### src/rtl/isa_pkg.sv
package isa_pkg;

    localparam int INST_W = 32;
    localparam int REG_W  = 5;
    localparam int OP_W   = 4;

    // field positions, lsb of each field
    localparam int OP_LSB  = 28;
    localparam int RD_LSB  = 23;
    localparam int RS1_LSB = 18;
    localparam int RS2_LSB = 13;

    typedef enum logic [OP_W-1:0] {
        OP_NOP    = 4'd0,
        OP_ALU    = 4'd1,
        OP_ALUI   = 4'd2,
        OP_LOAD   = 4'd3,
        OP_STORE  = 4'd4,
        OP_BRANCH = 4'd5,
        OP_MUL    = 4'd6,
        OP_DIV    = 4'd7,
        OP_CSR    = 4'd8,
        OP_RDCNT  = 4'd9
    } op_e;

    function automatic op_e inst_op(input logic [INST_W-1:0] inst);
        return op_e'(inst[OP_LSB +: OP_W]);
    endfunction

    function automatic logic [REG_W-1:0] inst_rd(input logic [INST_W-1:0] inst);
        return inst[RD_LSB +: REG_W];
    endfunction

    function automatic logic [REG_W-1:0] inst_rs1(input logic [INST_W-1:0] inst);
        return inst[RS1_LSB +: REG_W];
    endfunction

    function automatic logic [REG_W-1:0] inst_rs2(input logic [INST_W-1:0] inst);
        return inst[RS2_LSB +: REG_W];
    endfunction

    // rdcnt and nop read no register at all
    function automatic logic op_uses_rs1(input op_e op);
        return op inside {OP_ALU, OP_ALUI, OP_LOAD, OP_STORE, OP_BRANCH,
                          OP_MUL, OP_DIV, OP_CSR};
    endfunction

    // store data and branch compare both come from rs2
    function automatic logic op_uses_rs2(input op_e op);
        return op inside {OP_ALU, OP_STORE, OP_BRANCH, OP_MUL, OP_DIV};
    endfunction

    function automatic logic op_has_rd(input op_e op);
        return op inside {OP_ALU, OP_ALUI, OP_LOAD, OP_MUL, OP_DIV, OP_CSR, OP_RDCNT};
    endfunction

    function automatic logic op_is_simple(input op_e op);
        return op inside {OP_NOP, OP_ALU, OP_ALUI};
    endfunction

    // result arrives late, so a consumer right behind it must wait
    function automatic logic op_is_load_like(input op_e op);
        return op inside {OP_LOAD, OP_RDCNT};
    endfunction

endpackage

### src/rtl/issue_pkg.sv
package issue_pkg;

    localparam int ISSUE_W             = 2;
    localparam int QUEUE_DEPTH_DEFAULT = 8;

    // number of head entries leaving the queue this cycle
    typedef enum logic [ISSUE_W-1:0] {
        ISSUE_NONE = 2'd0,
        ISSUE_ONE  = 2'd1,
        ISSUE_TWO  = 2'd2
    } issue_cnt_e;

    // slot a goes whenever anything issues
    function automatic logic issue_takes_a(input issue_cnt_e cnt);
        return cnt != ISSUE_NONE;
    endfunction

    // slot b only goes as part of a pair
    function automatic logic issue_takes_b(input issue_cnt_e cnt);
        return cnt == ISSUE_TWO;
    endfunction

endpackage

### src/rtl/inst_decoder.sv
`timescale 1ns/1ps

module inst_decoder
    import isa_pkg::*;
(
    input  logic [INST_W-1:0] i_inst,

    output logic [REG_W-1:0]  o_rd,
    output logic [REG_W-1:0]  o_rs1,
    output logic [REG_W-1:0]  o_rs2,
    output logic              o_uses_rs2,
    output logic              o_writes_rd,
    output logic              o_is_simple,
    output logic              o_is_load_like,
    output logic              o_is_branch,
    output logic              o_is_store
);

    op_e op;

    assign op = inst_op(i_inst);

    // register fields
    assign o_rd  = inst_rd(i_inst);
    assign o_rs2 = inst_rs2(i_inst);

    // an unused rs1 reads as r0, which never matches a live destination
    assign o_rs1 = op_uses_rs1(op) ? inst_rs1(i_inst) : '0;

    assign o_uses_rs2 = op_uses_rs2(op);

    // writes to r0 are discarded, so they create no dependency
    assign o_writes_rd = op_has_rd(op) && (o_rd != '0);

    // class flags for the pairing rules
    assign o_is_simple    = op_is_simple(op);
    assign o_is_load_like = op_is_load_like(op);
    assign o_is_branch    = (op == OP_BRANCH);
    assign o_is_store     = (op == OP_STORE);

endmodule

### src/rtl/inst_queue.sv
`timescale 1ns/1ps

module inst_queue
    import isa_pkg::*;
#(
    parameter int DEPTH = 8
) (
    input  logic              clk,
    input  logic              i_reset,

    input  logic [1:0]        i_fetch_valid,
    input  logic [INST_W-1:0] i_fetch_inst0,
    input  logic [INST_W-1:0] i_fetch_inst1,
    output logic              o_fetch_ready,

    input  logic [1:0]        i_pop_count,
    output logic [1:0]        o_head_valid,
    output logic [INST_W-1:0] o_head_inst_a,
    output logic [INST_W-1:0] o_head_inst_b
);

    localparam int PTR_W = $clog2(DEPTH);
    localparam int CNT_W = $clog2(DEPTH + 1);

    logic [INST_W-1:0] mem_q [DEPTH];
    logic [PTR_W-1:0]  rd_ptr_q;
    logic [PTR_W-1:0]  wr_ptr_q;
    logic [CNT_W-1:0]  count_q;

    logic [PTR_W-1:0]  rd_ptr_next1;
    logic [PTR_W-1:0]  wr_ptr_next1;
    logic [1:0]        push_n;

    // pointer advance with wrap, works for any depth
    function automatic logic [PTR_W-1:0] ptr_add(input logic [PTR_W-1:0] ptr,
                                                 input logic [1:0]       n);
        logic [PTR_W:0] sum;
        sum = {1'b0, ptr} + (PTR_W + 1)'(n);
        if (sum >= (PTR_W + 1)'(DEPTH)) begin
            sum = sum - (PTR_W + 1)'(DEPTH);
        end
        return sum[PTR_W-1:0];
    endfunction

    ////////////////////////////////////////////////////////////////////////////
    // fetch side
    ////////////////////////////////////////////////////////////////////////////

    // room for a full pair, so fetch never has to split one
    assign o_fetch_ready = (count_q <= CNT_W'(DEPTH - 2));

    // valid bit 1 implies bit 0
    always_comb begin
        push_n = 2'd0;
        if (o_fetch_ready) begin
            if (i_fetch_valid[1]) begin
                push_n = 2'd2;
            end else if (i_fetch_valid[0]) begin
                push_n = 2'd1;
            end
        end
    end

    assign wr_ptr_next1 = ptr_add(wr_ptr_q, 2'd1);

    always_ff @(posedge clk) begin
        if (push_n != 2'd0) begin
            mem_q[wr_ptr_q] <= i_fetch_inst0;
        end
        if (push_n == 2'd2) begin
            mem_q[wr_ptr_next1] <= i_fetch_inst1;
        end
    end

    ////////////////////////////////////////////////////////////////////////////
    // head side
    ////////////////////////////////////////////////////////////////////////////

    assign rd_ptr_next1 = ptr_add(rd_ptr_q, 2'd1);

    // bit 1 is the oldest entry
    assign o_head_valid[1] = (count_q >= CNT_W'(1));
    assign o_head_valid[0] = (count_q >= CNT_W'(2));
    assign o_head_inst_a   = mem_q[rd_ptr_q];
    assign o_head_inst_b   = mem_q[rd_ptr_next1];

    // pointers and occupancy, push and pop may overlap
    always_ff @(posedge clk) begin
        if (i_reset) begin
            rd_ptr_q <= '0;
            wr_ptr_q <= '0;
            count_q  <= '0;
        end else begin
            rd_ptr_q <= ptr_add(rd_ptr_q, i_pop_count);
            wr_ptr_q <= ptr_add(wr_ptr_q, push_n);
            count_q  <= count_q + CNT_W'(push_n) - CNT_W'(i_pop_count);
        end
    end

endmodule

### src/rtl/issue_dispatch.sv
`timescale 1ns/1ps

module issue_dispatch
    import isa_pkg::*;
    import issue_pkg::*;
(
    input  logic             clk,
    input  logic             i_reset,
    input  logic             i_stall,
    input  logic [1:0]       i_head_valid,

    // slot a, the older entry
    input  logic [REG_W-1:0] i_rd_a,
    input  logic [REG_W-1:0] i_rs1_a,
    input  logic [REG_W-1:0] i_rs2_a,
    input  logic             i_uses_rs2_a,
    input  logic             i_writes_rd_a,
    input  logic             i_is_simple_a,
    input  logic             i_is_load_like_a,
    input  logic             i_is_branch_a,

    // slot b
    input  logic [REG_W-1:0] i_rd_b,
    input  logic [REG_W-1:0] i_rs1_b,
    input  logic [REG_W-1:0] i_rs2_b,
    input  logic             i_uses_rs2_b,
    input  logic             i_writes_rd_b,
    input  logic             i_is_load_like_b,
    input  logic             i_is_branch_b,
    input  logic             i_is_store_b,

    output issue_cnt_e       o_issue_count
);

    logic             lock_q;
    logic [REG_W-1:0] lock_rd_q;

    logic             lock_a;
    logic             lock_b;
    logic             raw_ab;
    logic             load_a;
    logic             load_b;

    // true when the given destination is one of the sources in use
    function automatic logic reads_reg(input logic [REG_W-1:0] rd,
                                       input logic [REG_W-1:0] rs1,
                                       input logic [REG_W-1:0] rs2,
                                       input logic             uses_rs2);
        return (rd == rs1) || (uses_rs2 && (rd == rs2));
    endfunction

    ////////////////////////////////////////////////////////////////////////////
    // hazard terms
    ////////////////////////////////////////////////////////////////////////////

    // load-use against what issued last cycle
    assign lock_a = lock_q && reads_reg(lock_rd_q, i_rs1_a, i_rs2_a, i_uses_rs2_a);
    assign lock_b = lock_q && reads_reg(lock_rd_q, i_rs1_b, i_rs2_b, i_uses_rs2_b);

    // raw inside the pair
    assign raw_ab = i_writes_rd_a && reads_reg(i_rd_a, i_rs1_b, i_rs2_b, i_uses_rs2_b);

    ////////////////////////////////////////////////////////////////////////////
    // issue count, rules in priority order
    ////////////////////////////////////////////////////////////////////////////

    always_comb begin
        if (i_stall || !i_head_valid[1]) begin
            o_issue_count = ISSUE_NONE;
        end else if (lock_a) begin
            o_issue_count = ISSUE_NONE;
        end else if (!i_head_valid[0]) begin
            o_issue_count = ISSUE_ONE;
        end else if (lock_b) begin
            o_issue_count = ISSUE_ONE;
        end else if (!i_is_simple_a) begin
            // mul, div, csr, memory and branch leaders go alone
            o_issue_count = ISSUE_ONE;
        end else if (i_is_branch_a && i_is_branch_b) begin
            o_issue_count = ISSUE_ONE;
        end else if (raw_ab) begin
            o_issue_count = ISSUE_ONE;
        end else if (i_is_branch_a && i_is_store_b) begin
            // store must not commit behind an unresolved branch
            o_issue_count = ISSUE_ONE;
        end else begin
            o_issue_count = ISSUE_TWO;
        end
    end

    ////////////////////////////////////////////////////////////////////////////
    // interlock register
    ////////////////////////////////////////////////////////////////////////////

    // a load-like leader never pairs, so at most one of these is set
    assign load_a = issue_takes_a(o_issue_count) && i_is_load_like_a && i_writes_rd_a;
    assign load_b = issue_takes_b(o_issue_count) && i_is_load_like_b && i_writes_rd_b;

    always_ff @(posedge clk) begin
        if (i_reset) begin
            lock_q <= 1'b0;
        end else begin
            lock_q <= load_a || load_b;
        end
    end

    always_ff @(posedge clk) begin
        lock_rd_q <= load_a ? i_rd_a : i_rd_b;
    end

endmodule

### src/rtl/dual_issue_top.sv
`timescale 1ns/1ps

module dual_issue_top
    import isa_pkg::*;
    import issue_pkg::*;
#(
    parameter int QUEUE_DEPTH = QUEUE_DEPTH_DEFAULT
) (
    input  logic              clk,
    input  logic              i_reset,
    input  logic              i_stall,

    input  logic [1:0]        i_fetch_valid,
    input  logic [INST_W-1:0] i_fetch_inst0,
    input  logic [INST_W-1:0] i_fetch_inst1,
    output logic              o_fetch_ready,

    output issue_cnt_e        o_issue_count,
    output logic              o_issue_valid_a,
    output logic [INST_W-1:0] o_issue_inst_a,
    output logic              o_issue_valid_b,
    output logic [INST_W-1:0] o_issue_inst_b
);

    logic [1:0]        head_valid;
    logic [INST_W-1:0] head_inst_a;
    logic [INST_W-1:0] head_inst_b;

    // decoded slot a
    logic [REG_W-1:0]  rd_a;
    logic [REG_W-1:0]  rs1_a;
    logic [REG_W-1:0]  rs2_a;
    logic              uses_rs2_a;
    logic              writes_rd_a;
    logic              is_simple_a;
    logic              is_load_like_a;
    logic              is_branch_a;

    // decoded slot b
    logic [REG_W-1:0]  rd_b;
    logic [REG_W-1:0]  rs1_b;
    logic [REG_W-1:0]  rs2_b;
    logic              uses_rs2_b;
    logic              writes_rd_b;
    logic              is_load_like_b;
    logic              is_branch_b;
    logic              is_store_b;

    inst_queue #(
        .DEPTH (QUEUE_DEPTH)
    ) queue_i (
        .clk           (clk),
        .i_reset       (i_reset),
        .i_fetch_valid (i_fetch_valid),
        .i_fetch_inst0 (i_fetch_inst0),
        .i_fetch_inst1 (i_fetch_inst1),
        .o_fetch_ready (o_fetch_ready),
        .i_pop_count   (o_issue_count),
        .o_head_valid  (head_valid),
        .o_head_inst_a (head_inst_a),
        .o_head_inst_b (head_inst_b)
    );

    // a store leader is already non-simple, so its store flag is not needed
    inst_decoder dec_a_i (
        .i_inst         (head_inst_a),
        .o_rd           (rd_a),
        .o_rs1          (rs1_a),
        .o_rs2          (rs2_a),
        .o_uses_rs2     (uses_rs2_a),
        .o_writes_rd    (writes_rd_a),
        .o_is_simple    (is_simple_a),
        .o_is_load_like (is_load_like_a),
        .o_is_branch    (is_branch_a),
        .o_is_store     ()
    );

    // slot b class only matters through branch, store and load-like
    inst_decoder dec_b_i (
        .i_inst         (head_inst_b),
        .o_rd           (rd_b),
        .o_rs1          (rs1_b),
        .o_rs2          (rs2_b),
        .o_uses_rs2     (uses_rs2_b),
        .o_writes_rd    (writes_rd_b),
        .o_is_simple    (),
        .o_is_load_like (is_load_like_b),
        .o_is_branch    (is_branch_b),
        .o_is_store     (is_store_b)
    );

    issue_dispatch dispatch_i (
        .clk              (clk),
        .i_reset          (i_reset),
        .i_stall          (i_stall),
        .i_head_valid     (head_valid),
        .i_rd_a           (rd_a),
        .i_rs1_a          (rs1_a),
        .i_rs2_a          (rs2_a),
        .i_uses_rs2_a     (uses_rs2_a),
        .i_writes_rd_a    (writes_rd_a),
        .i_is_simple_a    (is_simple_a),
        .i_is_load_like_a (is_load_like_a),
        .i_is_branch_a    (is_branch_a),
        .i_rd_b           (rd_b),
        .i_rs1_b          (rs1_b),
        .i_rs2_b          (rs2_b),
        .i_uses_rs2_b     (uses_rs2_b),
        .i_writes_rd_b    (writes_rd_b),
        .i_is_load_like_b (is_load_like_b),
        .i_is_branch_b    (is_branch_b),
        .i_is_store_b     (is_store_b),
        .o_issue_count    (o_issue_count)
    );

    // issue ports follow the count in the same cycle
    assign o_issue_valid_a = issue_takes_a(o_issue_count);
    assign o_issue_valid_b = issue_takes_b(o_issue_count);
    assign o_issue_inst_a  = head_inst_a;
    assign o_issue_inst_b  = head_inst_b;

endmodule

### config.mk
export PLATFORM = sky130hd
export DESIGN_NAME = dual_issue_top
export DESIGN_NICKNAME = d
export VERILOG_FILES = /design/src/rtl/isa_pkg.sv /design/src/rtl/issue_pkg.sv /design/src/rtl/inst_decoder.sv /design/src/rtl/inst_queue.sv /design/src/rtl/issue_dispatch.sv /design/src/rtl/dual_issue_top.sv
export SDC_FILE = /design/constraint.sdc
export NUM_CORES = 1
export LEC_CHECK = 0
export BUFFER_PORTS_ARGS = -buffer_cell sky130_fd_sc_hd__buf_4
export CORE_MARGIN = 1
export CORE_UTILIZATION = 45
export CTS_CLUSTER_SIZE = 28
export DETAILED_ROUTE_END_ITERATION = 6
export PLACE_DENSITY = 0.68
export SETUP_SLACK_MARGIN = 0.5
export SLEW_MARGIN = 25
export SYNTH_ARGS = -nofsm -noshare
export SYNTH_HDL_FRONTEND = slang
export SYNTH_HIERARCHICAL = 1
export SYNTH_SLANG_ARGS = --single-unit
### constraint.sdc
create_clock -name clk -period 5.9 [get_ports clk]
set_input_delay 0 -clock clk [delete_from_list [all_inputs] [get_ports clk]]
set_output_delay 0 -clock clk [all_outputs]
set_load 0.005 [all_outputs]
==> results by group <==
Run status
  – Status: finished, violations left
  – Failing checks: DRC

Drt
  – Routed WL per cell: roughly 27 µm
  – Drt via density: between 5 and 6
  – Vias: ~10000
  – DRC violations left: 10
  – Initial DRT Pass Iterations: 7
  – Routed Antenna Nets: 0
  – WL final: about 45 mm
  – Starting DRT DRC Count: 689

Global route
  – Largest net degree at the start of global routing: 66
  – Initial antenna violation count: 2
  – Overall Global Routing Usage: around a quarter
  – First-pass GRT wire length: about 67 mm
  – GRT overflow: 0
  – Vias in the first global route: ~11000

Worst setup path
  – Critical R2R Capture: queue_i/count_q[3]
  – R2R Path Start: queue_i/rd_ptr_q[0]
  – Critical Path RT: ~6400 ps
  – FF-to-FF path depth: 20
  – Worst-path fanout max: 20
  – CP Launch Type: register
  – Worst EP arrival: ~5500 ps
  – Kind of critical path: reg2reg
  – R2r setup slk: approximately 900 ps
  – Worst setup EP type: register

CTS
  – Post-CTS Setup Repair Bufs: 0
  – H-tree depth: 1
  – Clock root buffer: clkbuf_16
  – CTS clk-pin slew, worst paths: ~60 ps
  – Num CTS Buffers: 31
  – CTS tree: built
  – Worst skew pair latency: about 570 ps
  – CTS Buffer Depth: 3
  – # clock sinks: around 270

Final layout
  – Final Util: 55.8%
  – Layout Nets: roughly 1300
  – FILL cells: roughly 2800
  – Post-route design area: about 20000 µm²
  – Layout cells sized above 1: between 50% and 60%
  – Syn-to-layout area delta: 21.0%

Timing
  – Worst Skew: between 10 and 15 ps
  – Tcrit/Tclk final: a little over four fifths
  – Worst-margin pin slew: a little over 1000 ps
  – RSZ-0062 raised after global routing: false
  – Slew Viols, Final: 0
  – Max Fclk: approximately 200 MHz
  – Sum of negative setup slack: 0 ps
  – Period minus WS final: around 5000 ps
  – Slew headroom: a little under a third
  – WHS: approximately 110 ps
  – Final Hold Fails: 0
  – Final Setup Violations: 0

Power and ir drop
  – Register share of total power: between 20% and 30%
  – Sw Pwr: between 0.003 and 0.004 W
  – Total power: a little under 0.01 W
  – Clk pwr share: roughly 20%
  – PwrDens: about 480 nW/µm²
  – Peak VDD IR: around 310 µV
  – Gate power share: between 50% and 60%
  – Sw Ratio: approximately a third
  – Static Leakage: approximately 6.7 nW
  – P_int: about 0.0063 W

Placed design
  – Post-placement cell area: approximately 18000 µm²
  – DP Wirelength: between 20 and 30 mm
  – GP Congestion: slightly below 0.9
  – Port buffer count: 137

Die
  – Chip Height: slightly below 200 µm
  – Die W: between 150 and 200 µm
  – Rows: 69
  – Initial Util: 46.1%
  – Core Footprint: 35800 µm²
  – Die area: between 30000 and 40000 µm²
  – I/O pins: between 100 and 150

Synth
  – Synth warnings: 6
  – Cells after synthesis: ~1000
  – Post-Syn Area per Cell: ~17 µm²
  – Post-Syn Nets: 1082
  – Mapped Area: 16500 µm²

Min path
  – Hold/Removal Path Class: in2reg
  – Hold endpoint: queue_i/wr_ptr_q[0]
  – Hold path depth: 5
  – Worst hold start: i_fetch_valid[0]

Flow run
  – Maxcap violations: 0
[metrics by stage]
| step | instances | setup slack (ps) |
|---|---|---|
| 6_report | 1694 | 897 |
| 5_1_grt | 1693 | 531 |
| 4_1_cts | 1692 | 911 |
| 3_5_place_dp | 1537 | 917 |
| 3_3_place_gp | 1537 | 1070 |
| 2_1_floorplan | 998 | 1130 |
[critical path, cell delays in order, from the launching register on]
cell,delay [ps]
dfxtp_4,500
buf_4,370
mux4_2,550
mux2_2,340
nor3_2,210
xnor2_1,230
and2_1,240
xor2_1,80
nor4_1,330
nand3_1,120
and3_1,210
nand2_1,70
nor2_1,60
buf_4,150
fa_1,570
inv_1,50
ha_1,270
a21o_1,180
a21oi_1,170
xnor2_1,130
nor2_1,50
[cells in the final DEF, fill, tap and decap left out, types with 3 or more instances in the layout]
master / instances
mux2_4: 15
inv_1: 16
dfxtp_1: 13
xnor2_1: 21
clkinv_2: 9
dlygate4sd3_1: 98
xor2_1: 19
bufinv_16: 5
mux2_1: 8
fa_1: 4
nor2_1: 17
clkbuf_1: 6
a21oi_1: 6
o21bai_4: 6
edfxtp_1: 256
mux2_2: 303
clkinv_1: 5
nand2_1: 13
mux4_2: 128
clkbuf_16: 31
nand4_1: 3
and2_1: 10
buf_4: 164
nand3_1: 6
nor2b_1: 6
nor4_1: 4
o21ai_0: 6
ha_1: 10
[power by group through the flow]
stage | sequential [W] | clock [W] | combinational [W]
after floorplan | 0.00275 | 0 | 0.00334
after global routing | 0.00285 | 0.00206 | 0.00522
after global placement | 0.00283 | 0 | 0.00476
after CTS | 0.00281 | 0.00199 | 0.00492
after detailed placement | 0.00285 | 0 | 0.00482
final | 0.00281 | 0.00195 | 0.00487
[routing by layer]
| metal | up-vias | routed length, µm | GRT usage (%) |
|---|---|---|---|
| li1 | 4449 | - | - |
| met1 | 5256 | 18400 | 31.4 |
| met2 | 353 | 23100 | 42.6 |
| met3 | 71 | 2460 | 2.79 |
| met4 | 0 | 1090 | 6.07 |
| met5 | - | 0 | 0 |
[flip-flops by register name, summed over array words and instances, names as in the netlist]
signal / count
queue_i/mem_q: 256
queue_i/rd_ptr_q: 3
dispatch_i/lock_rd_q: 5
queue_i/wr_ptr_q: 3
queue_i/count_q: 4
dispatch_i/lock_q: 1
[cell type report]
cell class	count	area [µm²]	share of cell area (%)
well taps	461	577	2.89
diodes	2	5.00	0.0251
clock buffers	37	798	4.00
repair buffers	263	2230	11.2
flip-flops and latches	272	8020	40.1
inverters	17	63.8	0.319
multi-input cells	622	8060	40.3
clock inverters	20	226	1.13
[repair_timing]
item	CTS	global route
hold endpoints to repair	272	0
resized for setup	0	0
hold buffers	98	0
[how the worst max path moves through the flow]
stage,startpoint,slack [ps],end,cells after the start
floorplan,queue_i/rd_ptr_q[0],1130,queue_i/count_q[3],22
global placement,queue_i/rd_ptr_q[0],1070,queue_i/count_q[3],20
detailed placement,queue_i/rd_ptr_q[0],920,queue_i/count_q[3],20
CTS,queue_i/rd_ptr_q[0],910,queue_i/count_q[3],20
global route,queue_i/rd_ptr_q[0],530,queue_i/count_q[3],20
finish,queue_i/rd_ptr_q[0],900,queue_i/count_q[3],20
(Power assumes the default switching activity.)
